`config.mk`:
```
export PLATFORM = sky130hd
export DESIGN_NAME = captureBuffer
export DESIGN_NICKNAME = d
export VERILOG_FILES = /design/src/rtl/ramBusPkg.sv /design/src/rtl/mcuPortPkg.sv /design/src/rtl/captureBuffer.sv
export VERILOG_INCLUDE_DIRS = /design/src /design/src/rtl
export SDC_FILE = /design/constraint.sdc
export NUM_CORES = 2
export LEC_CHECK = 0
export ABC_CLOCK_PERIOD_IN_PS = 3130
export BUFFER_PORTS_ARGS = -buffer_cell sky130_fd_sc_hd__buf_2
export CAP_MARGIN = 20
export CORE_MARGIN = 1
export CORE_UTILIZATION = 40
export CTS_CLUSTER_DIAMETER = 60
export DETAILED_ROUTE_END_ITERATION = 6
export PLACE_DENSITY = 0.52
export SLEW_MARGIN = 0
export SYNTH_ARGS = -nofsm -noshare
export SYNTH_HDL_FRONTEND = slang
export SYNTH_SLANG_ARGS = --single-unit
```
`constraint.sdc`:
```
create_clock -name iCLK -period 3.13 [get_ports iCLK]
set_clock_uncertainty 0.05 [all_clocks]
set_input_delay 0.4695 -clock iCLK [delete_from_list [all_inputs] [get_ports iCLK]]
set_output_delay 0.4695 -clock iCLK [all_outputs]
set_load 0.02 [all_outputs]
```
`src/rtl/MemoryAccessTester_consts.svh`:
```
// Sizes for the tester. Buffer depth and address width must agree, and the turn index must be below the depth
`ifndef MEMORY_ACCESS_TESTER_CONSTS_SVH
`define MEMORY_ACCESS_TESTER_CONSTS_SVH

// RAM data lines
`define AT_DQ_WIDTH     16

// Words per buffer, pattern and capture alike
`define AT_BUF_DEPTH    256

// Buffer address and fetch index width
`define AT_ADDR_WIDTH   8

// Command word plus address words
`define AT_TURN_INDEX   8     // First index driven by the device in read mode

`endif

```
`src/rtl/ramBusPkg.sv`:
```
// RAM-side types only. The bus word width is fixed by the constants header
`default_nettype none

`include "MemoryAccessTester_consts.svh"

package ramBusPkg;

	// One word on the data lines
	typedef logic [`AT_DQ_WIDTH-1:0] tDqWord;

	// Position in the pattern
	typedef logic [`AT_ADDR_WIDTH-1:0] tPatIndex;	// Wraps at buffer depth

endpackage

`default_nettype wire

```
`src/rtl/mcuPortPkg.sv`:
```
// MCU-side types only. The divider setting is 8 bits and must be held during a run
`default_nettype none

`include "MemoryAccessTester_consts.svh"

package mcuPortPkg;

	typedef logic [`AT_ADDR_WIDTH-1:0] tMemAddr;	// Buffer word address

	// Half period of the bus clock is this value plus one
	typedef logic [7:0] tClkDiv;

endpackage

`default_nettype wire

```
`src/rtl/captureBuffer.sv`:
```
// Capture pointer wraps after 256 strobes and only clears on iRST. MCU reads lag by one cycle
`default_nettype none

`include "MemoryAccessTester_consts.svh"

module captureBuffer
(
	input  logic                 iCLK,
	input  logic                 iRST,
	input  logic                 iTestRe,	// Receive strobe from device side
	input  ramBusPkg::tDqWord    iTestRd,
	input  mcuPortPkg::tMemAddr  iMemRa,
	output ramBusPkg::tDqWord    oMemRd
);

	ramBusPkg::tDqWord   rCapMem [0:`AT_BUF_DEPTH-1];
	mcuPortPkg::tMemAddr rCapPtr;	// Next free slot

	// Device words in arrival order
	always_ff @(posedge iCLK)
	begin
		if (iTestRe)
			rCapMem[rCapPtr] <= iTestRd;
		oMemRd <= rCapMem[iMemRa];	// Registered MCU read
	end

	// Write pointer
	always_ff @(posedge iCLK)
	begin
		if (iRST)
			rCapPtr <= '0;
		else if (iTestRe)
			rCapPtr <= rCapPtr + 1'b1;
	end

endmodule

`default_nettype wire

```
==> metrics <==
Hold WS 0.293 ns; post-synthesis cell count 7326; largest net degree at the start of global routing 96; Vias per Instance 5.81; CP max stage cell o41ai_2; status finished, final reports clean; Die ar. 401000 um2; CP max FO 1; antenna violations before repair 20; top cells by area, synth edfxtp_1 (77%), mux4_2 (12%), mux2i_1 (1.8%); Synth warnings 0; endpoints failing setup 0; core box area 397000 um2; Placed Cells 13300; routed len/inst 32.8 um; Clk pin slew, worst setup/hold paths 0.06 ns; most used cell, CP buf_4; maximum clock rate 347 MHz; Synthesized Nets 7357; vias in the first global route 81800; Mean Syn Cell Area 21.8 um2; non-filler instance count after layout 14100; Ports 43; H-Tree Depth 5; global-route wire length before repair 645000 um; asr flop ratio synth 0%; maximum vdd drop 0.000458 V; Cell variety after synth 67; Leak Pwr 60.7 nW; CTS tree done; WP data required 3.89 ns; top cell type's share of synthesized area 77.1%; RSZ-0062 raised after global routing no; GRT Overall Usage 22.8%; CTS root buf clkbuf_16; Final Hold Viols 0; Hold Path Class input port to flip-flop; # port buffers 42; Initial DRC Count 9527; die width 634 um; Antenna Nets Post-Route 0; layout cells sized above 1 32.8%; Final nets 8504; count leader, synth edfxtp_1; slew margin rel. 31.8%; Die Y 634 um; CTS buffer count 441; area leader, netlist edfxtp_1; worst slew pin tran 1.02 ns; clk sinks 4120; initial core utilization 40.2%; Max Slew Vio Count 0; Layout area overhead 18.4%; DRT Pass-1 Iters 6; fill count 32600; ys flop type edfxtp_1; Post-synth top cells edfxtp_1 (4096), mux4_2 (848), mux2i_1 (293), nor2_1 (278), clkbuf_1 (197); Pwr Density 629 nW/um2; Detail Placement HPWL 294000 um; Worst Setup Path Type flip-flop to flip-flop; Period Utilization, post-route 92.1%; total number of vias 82000; num rows 231; critical-path cell list mux4_2 -> a22o_1 -> a221oi_1 -> buf_4 -> o22ai_1 -> buf_4 -> o41ai_2 -> nor4_2; CP Launch Type flip-flop; synthesis-stage register bit count 4120; Setup crit end kind flip-flop; setup slack, reg-to-reg 0.25 ns; slowest stage delay, CP 0.79 ns; final core occ 47.7%; GPL Wtd Cong 0.864; total wire length 462000 um; Final Critical Period 2.88 ns; DRC 0; Cell Area, Synth 160000 um2; sequential area share after synthesis 77.4%; number of synthesized flops with an enable pin 4096; critical path data arrival time 3.65 ns; clk buf depth 4; max cap viols 0; clk_lat worst skew 1.00 ns; Post-CTS Setup Bufs 0; total congestion overflow 0
kinds of logic after synthesis:
| family | share of synthesized area [%] |
|---|---|
| xor gates and xnor gates | 0.0329 |
| muxes | 14.9 |
| adders and majority gates | 0.0314 |
| and+or+nand+nor | 1.78 |
| buffers and inverters | 1.88 |
| AOI/OAI and AO/OA | 3.98 |
| DFF | 77.4 |
stage by stage:
step | power [mW] | TNS, ns | setup WS [ns] | area, um2
6_report | 119 | 0 | 0.248 | 189000
5_1_grt | 122 | 0 | 0.0635 | 189000
4_1_cts | 120 | 0 | 0.162 | 189000
3_5_place_dp | 68.5 | -9.37 | -0.992 | 174000
3_3_place_gp | 68.4 | -12.24 | -1.34 | 174000
2_1_floorplan | 64.9 | 0 | 0.391 | 160000
timing repair:
item / 4_1_cts / 5_1_grt
pin swaps: 0 / 0
endpoints found under the setup margin: 1 / 33
hold buffers: 19 / 0
endpoints found under the hold margin: 460 / 0
gates resized for setup: 1 / 2
final cells by class:
cell class	count	area, um2	area share [%]
Clock buffer	542	11700	6.17
Timing Repair Buffer	1173	11000	5.84
Multi-Input combinational cell	2730	33500	17.7
Sequential cell	4120	123000	65.3
Clock inverter	273	2650	1.40
Antenna cell	16	40.0	0.0212
Inverter	7	38.8	0.0205
Tap cell	5242	6560	3.47
worst max-delay path: cells and delay by family, from the launching register on:
family	cells	cell delay [ns]
DFF	1	0.36
and+or+nand+nor	1	0.08
buffers and inverters	2	0.36
AOI/OAI and AO/OA	4	1.39
muxes	1	0.47
metal layers:
| layer | wire length [um] | track usage (%) | share of wire, % |
|---|---|---|---|
| met4 | 12800 | 6.07 | 2.8 |
| met2 | 218000 | 35.9 | 47 |
| met3 | 32100 | 3.83 | 6.9 |
| met1 | 200000 | 32.9 | 43 |
| met5 | 22 | 0 | 0.0048 |
state kept, by name, summed over array words and instances (netlist names):
register  cells
rCapMem    4096
oMemRd       16
rCapPtr       8
cells in the final DEF, fill, tap and decap left out, types with 58 or more instances in the layout:
cell / count
clkbuf_1: 84
a21oi_1: 142
a22oi_1: 115
buf_4: 939
mux2_2: 108
nor2_1: 180
buf_12: 169
clkbuf_16: 448
nor2_2: 96
mux4_2: 848
clkinv_2: 69
edfxtp_1: 4096
clkinv_1: 105
nand2_1: 74
o221ai_1: 124
mux2i_1: 293
a211oi_1: 58
o22ai_1: 76
a221oi_1: 80
power by group:
| part | internal (mW) | total, mW | switching, mW | leakage, nW |
|---|---|---|---|---|
| combinational | 2.49 | 6.51 | 4.02 | 16.8 |
| clock | 29.9 | 51.5 | 21.7 | 6.94 |
| sequential | 60.7 | 60.8 | 0.105 | 37.0 |
path summary, 6_finish.rpt:
path             startpoint  depth (start not counted)         end
min               iMemRa[2]                          6   oMemRd[5]
min reg2reg      rCapPtr[1]                          2  rCapPtr[1]
max reg2reg  rCapMem[23][4]                          8   oMemRd[4]
max          rCapMem[23][4]                          8   oMemRd[4]
No activity file was read; power rests on OpenSTA's default activity.
