**src/rtl/MemoryAccessTester_consts.svh**
```systemverilog
// Sizes for the tester. Buffer depth and address width must agree, and the turn index must be below the depth
`ifndef MEMORY_ACCESS_TESTER_CONSTS_SVH
`define MEMORY_ACCESS_TESTER_CONSTS_SVH

// RAM data lines
`define AT_DQ_WIDTH     16

// Words per buffer, pattern and capture alike
`define AT_BUF_DEPTH    256

// Buffer address and fetch index width
`define AT_ADDR_WIDTH   8

// Command word plus address words
`define AT_TURN_INDEX   8     // First index driven by the device in read mode

`endif

```
**src/rtl/ramBusPkg.sv**
```systemverilog
// RAM-side types only. The bus word width is fixed by the constants header
`default_nettype none

`include "MemoryAccessTester_consts.svh"

package ramBusPkg;

	// One word on the data lines
	typedef logic [`AT_DQ_WIDTH-1:0] tDqWord;

	// Position in the pattern
	typedef logic [`AT_ADDR_WIDTH-1:0] tPatIndex;	// Wraps at buffer depth

endpackage

`default_nettype wire

```
**src/rtl/mcuPortPkg.sv**
```systemverilog
// MCU-side types only. The divider setting is 8 bits and must be held during a run
`default_nettype none

`include "MemoryAccessTester_consts.svh"

package mcuPortPkg;

	typedef logic [`AT_ADDR_WIDTH-1:0] tMemAddr;	// Buffer word address

	// Half period of the bus clock is this value plus one
	typedef logic [7:0] tClkDiv;

endpackage

`default_nettype wire

```
**src/rtl/patternFetchIf.sv**
```systemverilog
// Pattern fetch link. The word lags the index by one cycle and there is no back-pressure
`default_nettype none

interface patternFetchIf;

	logic                step;	// One-cycle advance pulse
	ramBusPkg::tDqWord   word;	// Registered word at index
	ramBusPkg::tPatIndex index;	// Current fetch position
	logic                last;	// Index at final position

	// Sequencer side
	// The top level taps word for the data lines
	modport fetcher
	(
		output step,
		input  index,
		input  last
	);

	// Buffer side
	modport source
	(
		input  step,
		output word,
		output index,
		output last
	);

endinterface

`default_nettype wire

```
**src/rtl/busSequencer.sv**
```systemverilog
// Divider must stay constant during a run. Done is sticky and a new run needs iRST first
`default_nettype none

`include "MemoryAccessTester_consts.svh"

module busSequencer
(
	input  logic                iCLK,
	input  logic                iRST,
	input  logic                iTestEn,
	input  logic                iMemWdOe,	// High for write runs
	input  mcuPortPkg::tClkDiv  iMemClkDiv,
	patternFetchIf.fetcher      fetch,
	output logic                oTestCs,
	output logic                oTestClk,
	output logic                oTestOe,
	output logic                oTestEn,
	output logic                oTestDone
);

	mcuPortPkg::tClkDiv rDivCnt;	// Half period counter
	logic qTestRun;
	logic qDivTick;
	logic qStep;
	logic qOeCke;

	always_comb
	begin
		qTestRun = iTestEn & ~oTestDone;	// Enable level gated by done
		// Divider end, only while the bus is selected
		qDivTick = ~oTestCs & (rDivCnt == iMemClkDiv);
		qStep    = qDivTick & ~oTestClk;	// Tick that raises the bus clock
		// Step from the last address word into the data phase
		qOeCke   = qStep & ~iMemWdOe
			& (fetch.index == ramBusPkg::tPatIndex'(`AT_TURN_INDEX - 1));
	end

	assign fetch.step = qStep;

	// Chip select and run indication
	always_ff @(posedge iCLK)
	begin
		if (iRST)
		begin
			oTestCs <= 1'b1;
			oTestEn <= 1'b0;
		end
		else
		begin
			oTestCs <= ~qTestRun;	// Low while running
			oTestEn <= qTestRun;
		end
	end

	// Clock divider
	always_ff @(posedge iCLK)
	begin
		if (iRST)
			rDivCnt <= '0;
		else if (qDivTick)
			rDivCnt <= '0;
		else if (~oTestCs)
			rDivCnt <= rDivCnt + 1'b1;
	end

	// Bus clock, toggled per tick
	always_ff @(posedge iCLK)
	begin
		if (iRST)
			oTestClk <= 1'b0;
		else if (qDivTick)
			oTestClk <= ~oTestClk;
	end

	// Direction and completion, both one-way until reset
	always_ff @(posedge iCLK)
	begin
		if (iRST)
		begin
			oTestOe   <= 1'b1;	// Write direction
			oTestDone <= 1'b0;
		end
		else
		begin
			if (qOeCke)
				oTestOe <= 1'b0;	// Device drives from here
			if (fetch.last)
				oTestDone <= 1'b1;	// Pattern exhausted
		end
	end

endmodule

`default_nettype wire

```
**src/flat_wrapper.sv**
```systemverilog
// flat-port wrapper written by rule: the top's interface ports become plain ports
module busSequencer_flat 
  (iCLK, iRST, iTestEn, iMemWdOe, iMemClkDiv, oTestCs, oTestClk, oTestOe, oTestEn, oTestDone, fetch_step, fetch_index, fetch_last);
  patternFetchIf fetch_i ();
  input  logic iCLK;
  input  logic iRST;
  input  logic iTestEn;
  input  logic iMemWdOe;
  input  mcuPortPkg::tClkDiv iMemClkDiv;
  output logic oTestCs;
  output logic oTestClk;
  output logic oTestOe;
  output logic oTestEn;
  output logic oTestDone;
  output wire logic [$bits(fetch_i.step)-1:0] fetch_step;
  input wire logic [$bits(fetch_i.index)-1:0] fetch_index;
  input wire logic [$bits(fetch_i.last)-1:0] fetch_last;
  assign fetch_step = fetch_i.step;
  assign fetch_i.index = fetch_index;
  assign fetch_i.last = fetch_last;
  busSequencer u_core (.iCLK(iCLK), .iRST(iRST), .iTestEn(iTestEn), .iMemWdOe(iMemWdOe), .iMemClkDiv(iMemClkDiv), .fetch(fetch_i), .oTestCs(oTestCs), .oTestClk(oTestClk), .oTestOe(oTestOe), .oTestEn(oTestEn), .oTestDone(oTestDone));
endmodule
```
**config.mk**
```make
export PLATFORM = sky130hd
export DESIGN_NAME = busSequencer_flat
export DESIGN_NICKNAME = d
export VERILOG_FILES = /design/src/rtl/ramBusPkg.sv /design/src/rtl/mcuPortPkg.sv /design/src/rtl/patternFetchIf.sv /design/src/rtl/busSequencer.sv /design/src/flat_wrapper.sv
export VERILOG_INCLUDE_DIRS = /design/src /design/src/rtl
export SDC_FILE = /design/constraint.sdc
export NUM_CORES = 1
export LEC_CHECK = 0
export CAP_MARGIN = 0
export CORE_MARGIN = 3
export CORE_UTILIZATION = 45
export CTS_BUF_LIST = sky130_fd_sc_hd__clkbuf_8
export CTS_CLUSTER_SIZE = 14
export DETAILED_ROUTE_END_ITERATION = 10
export DONT_BUFFER_PORTS = 1
export PLACE_DENSITY_LB_ADDON = 0.05
export SYNTH_ARGS = -nofsm -noshare
export SYNTH_HDL_FRONTEND = slang
export SYNTH_SLANG_ARGS = --single-unit
```
**constraint.sdc**
```tcl
create_clock -name iCLK -period 2.2 [get_ports iCLK]
set_clock_uncertainty 0.05 [all_clocks]
set_input_delay 0 -clock iCLK [delete_from_list [all_inputs] [get_ports iCLK]]
set_output_delay 0 -clock iCLK [all_outputs]
set_load 0.05 [all_outputs]
```
==> results.sh, run 1 <==
export IMPL_outcome="complete, no violations"
export IMPL_crit_path_top_delay_cell="or4_4"
export IMPL_period_minus_slack_ns=1.874
export IMPL_synth_edf_count=0
export IMPL_synth_area_top_cells="dfxtp_1 42%, xnor2_1 11%, xor2_1 9.9%"
export IMPL_synthXorXnorAreaFrac_pct=21.13
export IMPL_grt_pass1_wl_um=2159
export IMPL_final_hold_viol_count=0
export IMPL_start_kind="flop"
export IMPL_crit_path_end_kind="output pin"
export IMPL_power_density_nw_per_um2=680.9
export IMPL_clk_latency_ns=0.25
export IMPL_period_share_pct=85.16
export IMPL_synthSimpleGateAreaFrac_pct=25.55
export IMPL_worstSetupPathType="reg2out"
export IMPL_final_max_slew_viol_count=0
export IMPL_fmaxAchievable_mhz=533.8
export IMPL_routabilityCongestion=0.7832
export IMPL_dpl_cell_count=81
export IMPL_grt_util_all_layers_pct=16.39
export IMPL_core_area_sq_um=1201
export IMPL_max_slew_margin_pct=61.38
export IMPL_initial_core_util_pct=51.77
export IMPL_ys_ff_latch=13
export IMPL_hold_buffers=5
export IMPL_cts_tree="yes"
export IMPL_die_h_um=43.18
export IMPL_rsz0062_at_grt="no"
export IMPL_io_buffers=0
export IMPL_synth_seq_area_share_pct=41.85
export IMPL_antenna_found_initial=0
export IMPL_cp_data_required_time_ns=2.15
export IMPL_first_global_vias=510
export IMPL_ctsResizeCount=0
export IMPL_numCtsBuffers=3
export IMPL_max_vdd_ir_drop_v=0.0004792
export IMPL_ys_types=21
export IMPL_dr_pass1_iters=2
export IMPL_syn_inst=65
export IMPL_yosysTopAreaCell="dfxtp_1"
export IMPL_power_leakage_nw=0.3035
export IMPL_syn_nets=87
export IMPL_wire_per_inst_um=13.84
export IMPL_maxCapViolCount=0
export IMPL_diodes=0
export IMPL_crit_fanout=6
export IMPL_grt_max_degree=10
export IMPL_dp_hpwl_um=936.9
export IMPL_cp_cell_sequence="xnor2_1, nand4_1, or4_4, nor2_1, buf_4"
export IMPL_die_x_um=43.18
export IMPL_cts_setup_buffers=0
export IMPL_die_area_sq_um=1864
export IMPL_syn_area_sq_um=621.8
export IMPL_clock_root_buffer="clkbuf_8"
export IMPL_yosysWarnings=0
export IMPL_r2r_slack_ns=0.45
export IMPL_area_delta_synth_final_pct=21.33
export IMPL_synth_area_mux_share_pct=3.421
export IMPL_cts_max_path_buffers=2
export IMPL_hp_class="in2reg"
export IMPL_cts_sinks=13
export IMPL_gr_total_overflow=0
export IMPL_drc=0
export IMPL_final_core_util_pct=62.81
export IMPL_ys_async_sr_fraction_pct=0
export IMPL_worstPathArrival_ns=1.82
export IMPL_route_vias_total=491
export IMPL_setup_tns_ns=0
export IMPL_final_cell_count_no_fill=90
export IMPL_slowest_delay_ns=0.52
export IMPL_synth_avg_cell_area_sq_um=9.567
export IMPL_rows=12
export IMPL_ant_nets=0
export IMPL_ys_flop_type="dfxtp_1"
export IMPL_finalNetCount=99
export IMPL_worst_slew_pin_slew_ns=0.5785
export IMPL_cts_htree_levels=1
export IMPL_drt_first_iter_violations=10
export IMPL_finalSetupViolations=0
export IMPL_cts_clk_slew_worst_paths_ns=0.06
export IMPL_synth_top_family_by_area="simple AND/OR/NAND/NOR gates"
export IMPL_drt_total_wl_um=1246
export IMPL_post_drt_via_cell_ratio=5.456
export IMPL_synth_compound_area_share_pct=4.225
export IMPL_synth_top_area_share_pct=41.85
export IMPL_layout_drive_gt1_share_pct=13.16
export IMPL_synth_top_cells_by_count="13 x dfxtp_1, 13 x nor2_1, 8 x xnor2_1"
export IMPL_synthAdderAreaFrac_pct=2.012
export IMPL_design_portCount=27
==> worst max-delay path: cells and delay by family, from the launching register on <==
kind,cells,cell delay [ns]
DFF,1,0.44
xor gates and xnor gates,1,0.14
and+or+nand+nor,3,0.77
buffers and inverters,1,0.21
==> registers in the layout (all words and copies together), names as in the netlist <==
signal	cells
u_core.rDivCnt	8
u_core.oTestClk	1
u_core.oTestCs	1
u_core.oTestDone	1
u_core.oTestEn	1
u_core.oTestOe	1
==> power by group <==
part	switching, mW	internal, mW
Combinational	0.0170	0.0208
Sequential	0.0161	0.241
Clock	0.0935	0.125
==> cell type report <==
type / instances / area [sq um]
Tap cell: 14 / 17.52
Fill cell: 117 / 446.7
Sequential cell: 13 / 260.3
Multi-Input combinational cell: 49 / 350.3
Timing Repair Buffer: 8 / 72.57
Clock buffer: 3 / 41.29
Clock inverter: 1 / 5.005
Inverter: 2 / 7.507
==> cells by family (layout without fill, tap and decap cells) <==
family / count (synthesis) / count (layout)
buffers and inverters: 3 / 14
DFF: 13 / 13
adders and majority gates: 1 / 1
xor gates and xnor gates: 15 / 15
muxes: 2 / 2
and+or+nand+nor: 29 / 29
AOI/OAI and AO/OA: 2 / 2
==> layer usage <==
layer | GRT usage [%] | vias up | wire [um]
met2 | 25.07 | 20 | 561
li1 | - | 246 | -
met1 | 17.01 | 220 | 521
met4 | 10.84 | 0 | 40
met5 | 0 | - | 0
met3 | 8.898 | 5 | 123
==> final timing paths <==
path | cells after the start | end | from
worst max-delay path | 5 | fetch_step | u_core.rDivCnt[0]
worst min-delay path | 4 | u_core.rDivCnt[5] | iMemClkDiv[6]
worst min register to register | 2 | u_core.rDivCnt[7] | u_core.rDivCnt[7]
worst max register to register | 4 | u_core.oTestOe | u_core.rDivCnt[0]
==> placed cells by master, fill, tap and decap left out, drive strengths merged, types with 2 or more instances in the layout <==
cell | Yosys | routed
nand4b | 2 | 2
xnor2 | 8 | 8
xor2 | 7 | 7
nand3 | 4 | 4
nor2b | 2 | 2
nand4 | 2 | 2
dlygate4sd3 | 0 | 5
clkbuf | 1 | 3
inv | 2 | 2
nor2 | 13 | 13
dfxtp | 13 | 13
buf | 0 | 3
==> stage by stage <==
step	hold WS [ns]	total power, mW	worst slack (ns)	area (sq um)
finish	0.09404	0.5137	0.3265	754.5
floorplan	0.02238	0.2850	0.2178	621.8
global placement	0.02433	0.2924	0.4673	658.1
detailed placement	0.03181	0.2929	0.4427	658.1
global route	0.1454	0.5339	0.2031	754.5
CTS	0.09648	0.5233	0.3101	754.5
(Power assumes the default switching activity.)
==> run 2: changes to the inputs <==
==> constraint.sdc (replaced) <==
create_clock -name iCLK -period 2.2 [get_ports iCLK]
set_clock_uncertainty 0.05 [all_clocks]
set_input_delay 0.66 -clock iCLK [delete_from_list [all_inputs] [get_ports iCLK]]
set_output_delay 0.66 -clock iCLK [all_outputs]
set_load 0.05 [all_outputs]
==> run 2 against run 1 <==
The flow now finishes with violations (negative setup slack); sequential cell count unchanged; maximum frequency fell by 22%; setup slack worse by 0.54 ns; cell count rose by 5.6%; via count up 1.0%; combinational power up 32%; critical path depth is the same; cell area is 16% higher; global-route usage grew 0.49 points; total power up 0.42%; first-iteration DRC count fell by 40%.
==> results.sh, run 2 (same netlist as run 1, synthesis figures left out) <==
export IMPL_outcome="complete, but fails checks"
export IMPL_violations="negative setup slack"
export IMPL_grt_util_all_layers_pct=16.88
export IMPL_worstSetupPathType="in2out"
export IMPL_nFillCells=83
export IMPL_layout_drive_gt1_share_pct=39.51
export IMPL_die_area_sq_um=1864
export IMPL_cts_tree="yes"
export IMPL_final_core_util_pct=73.02
export IMPL_clk_latency_ns=0.24
export IMPL_core_area_sq_um=1201
export IMPL_first_global_vias=544
export IMPL_cts_sinks=13
export IMPL_cts_clk_slew_worst_paths_ns=0.06
export IMPL_power_density_nw_per_um2=588.2
export IMPL_rsz0062_at_grt="yes"
export IMPL_antenna_found_initial=0
export IMPL_dp_slack_ns=-0.2698
export IMPL_hold_path_depth=1
export IMPL_io_buffers=0
export IMPL_die_x_um=43.18
export IMPL_rows=12
export IMPL_maxCapViolCount=0
export IMPL_area_delta_synth_final_pct=41.05
export IMPL_r2r_slack_ns=0.39
export IMPL_fmaxAchievable_mhz=413.9
export IMPL_crit_fanout=2
export IMPL_period_minus_slack_ns=2.416
export IMPL_grt_max_degree=9
export IMPL_clock_root_buffer="clkbuf_8"
export IMPL_start_kind="input pin"
export IMPL_numCtsBuffers=3
export IMPL_largest_register="u_core.rDivCnt"
export IMPL_r2r_start="u_core.rDivCnt[1]"
export IMPL_final_max_slew_viol_count=0
export IMPL_setup_slack_ns=-0.2163
export IMPL_holdWs_ns=0.4340
export IMPL_worst_slew_pin_slew_ns=0.5273
export IMPL_dp_hpwl_um=1058
export IMPL_crit_path_end_kind="output pin"
export IMPL_post_drt_via_cell_ratio=5.221
export IMPL_max_vdd_ir_drop_v=0.0005143
export IMPL_initial_core_util_pct=51.77
export IMPL_cts_max_path_buffers=2
export IMPL_cp_data_required_time_ns=1.49
export IMPL_worstPathArrival_ns=1.71
export IMPL_largest_reg_flops=8
export IMPL_power_leakage_nw=0.3724
export IMPL_drt_total_wl_um=1331
export IMPL_ant_nets=0
export IMPL_stdcell_area_sq_um=877.1
export IMPL_design_portCount=27
export IMPL_max_slew_margin_pct=64.80
export IMPL_hold_end="u_core.oTestDone"
export IMPL_die_h_um=43.18
export IMPL_hp_class="in2reg"
export IMPL_r2r_cells=5
export IMPL_drc=0
export IMPL_finalPower_mw=0.5159
export IMPL_placed_area_sq_um=745.7
export IMPL_final_hold_viol_count=0
export IMPL_mostFrequentLayoutCells="12 x nor2_1, 12 x buf_4, 9 x dfxtp_1"
export IMPL_cts_htree_levels=1
export IMPL_finalSetupViolations=1
export IMPL_dr_pass1_iters=4
export IMPL_grt_pass1_wl_um=2339
export IMPL_reg2reg_to="u_core.oTestOe"
export IMPL_diodes=0
export IMPL_register_area_sq_um=265.3
export IMPL_period_share_pct=109.8
export IMPL_min_from="iRST"
export IMPL_route_vias_total=496
export IMPL_multi_input_area_sq_um=430.4
export IMPL_drt_first_iter_violations=6
export IMPL_gr_total_overflow=0
export IMPL_routabilityCongestion=0.7479
export IMPL_wire_per_inst_um=14.01
export IMPL_finalNetCount=104
-- run 2: cell types whose count changed in the layout (fill, tap and decap cells not counted) --
cell	previous run	this run
buf_4	3	12
xnor2_4	0	2
dlygate4sd3_1	5	0
nand3_1	4	3
dfxtp_2	0	4
nor2_1	13	12
xnor2_1	8	2
buf_12	0	1
xnor2_2	0	4
nand3_2	0	1
dfxtp_1	13	9
nor2_4	0	1
-- run 2: cell type report --
| type | instances | share of cell area (%) |
|---|---|---|
| flip-flops and latches | 13 | 30.24 |
| well taps | 14 | 1.997 |
| repair buffers | 13 | 12.55 |
| multi-input cells | 49 | 49.07 |
| inverters | 2 | 0.8559 |
| clock buffers | 3 | 4.708 |
| clock inverters | 1 | 0.5706 |
-- run 2: worst max-delay path by stage --
stage / from / to / slack [ns]
after floorplan: iMemClkDiv[4] / fetch_step / -0.23
after global placement: iMemClkDiv[4] / fetch_step / -0.25
after detailed placement: iMemClkDiv[1] / fetch_step / -0.27
after CTS: iMemClkDiv[2] / fetch_step / -0.26
after global routing: iMemClkDiv[1] / fetch_step / -0.27
final: iMemClkDiv[4] / fetch_step / -0.22
-- run 2: through the flow --
stage,TNS (ns),cells
2_1_floorplan,-0.2280,65
3_3_place_gp,-0.2519,90
3_5_place_dp,-0.2698,90
4_1_cts,-0.2551,94
5_1_grt,-0.2706,95
6_report,-0.2163,95
-- run 2: power by group --
group          total, mW  leakage (nW)  switching (mW)  internal [mW]
Clock              0.212        0.0255          0.0876          0.125
Sequential         0.253         0.108          0.0125          0.241
Combinational     0.0500         0.239          0.0214         0.0285
Total              0.516         0.372           0.121          0.394
-- run 2: critical path: stages --
cell and delay, ns:
xnor2_2 0.11, nand3_2 0.11, or4_4 0.56, nor2_4 0.12, buf_12 0.14
-- run 2: per-layer routing --
metal	wire length [um]	part of all wire [%]	vias to the layer above	GRT usage, %
met5	0	0	-	0
met1	631	47	220	22.98
met3	98	7.4	0	6.356
met2	602	45	21	24.19
met4	0	0	0	5.422
li1	-	-	255	-
-- run 2: what timing repair did --
item	4_1_cts	5_1_grt
setup endpoints to repair	1	1
gates resized for setup	7	6
hold buffers	0	0
pin swaps	4	2
buffers inserted	0	1
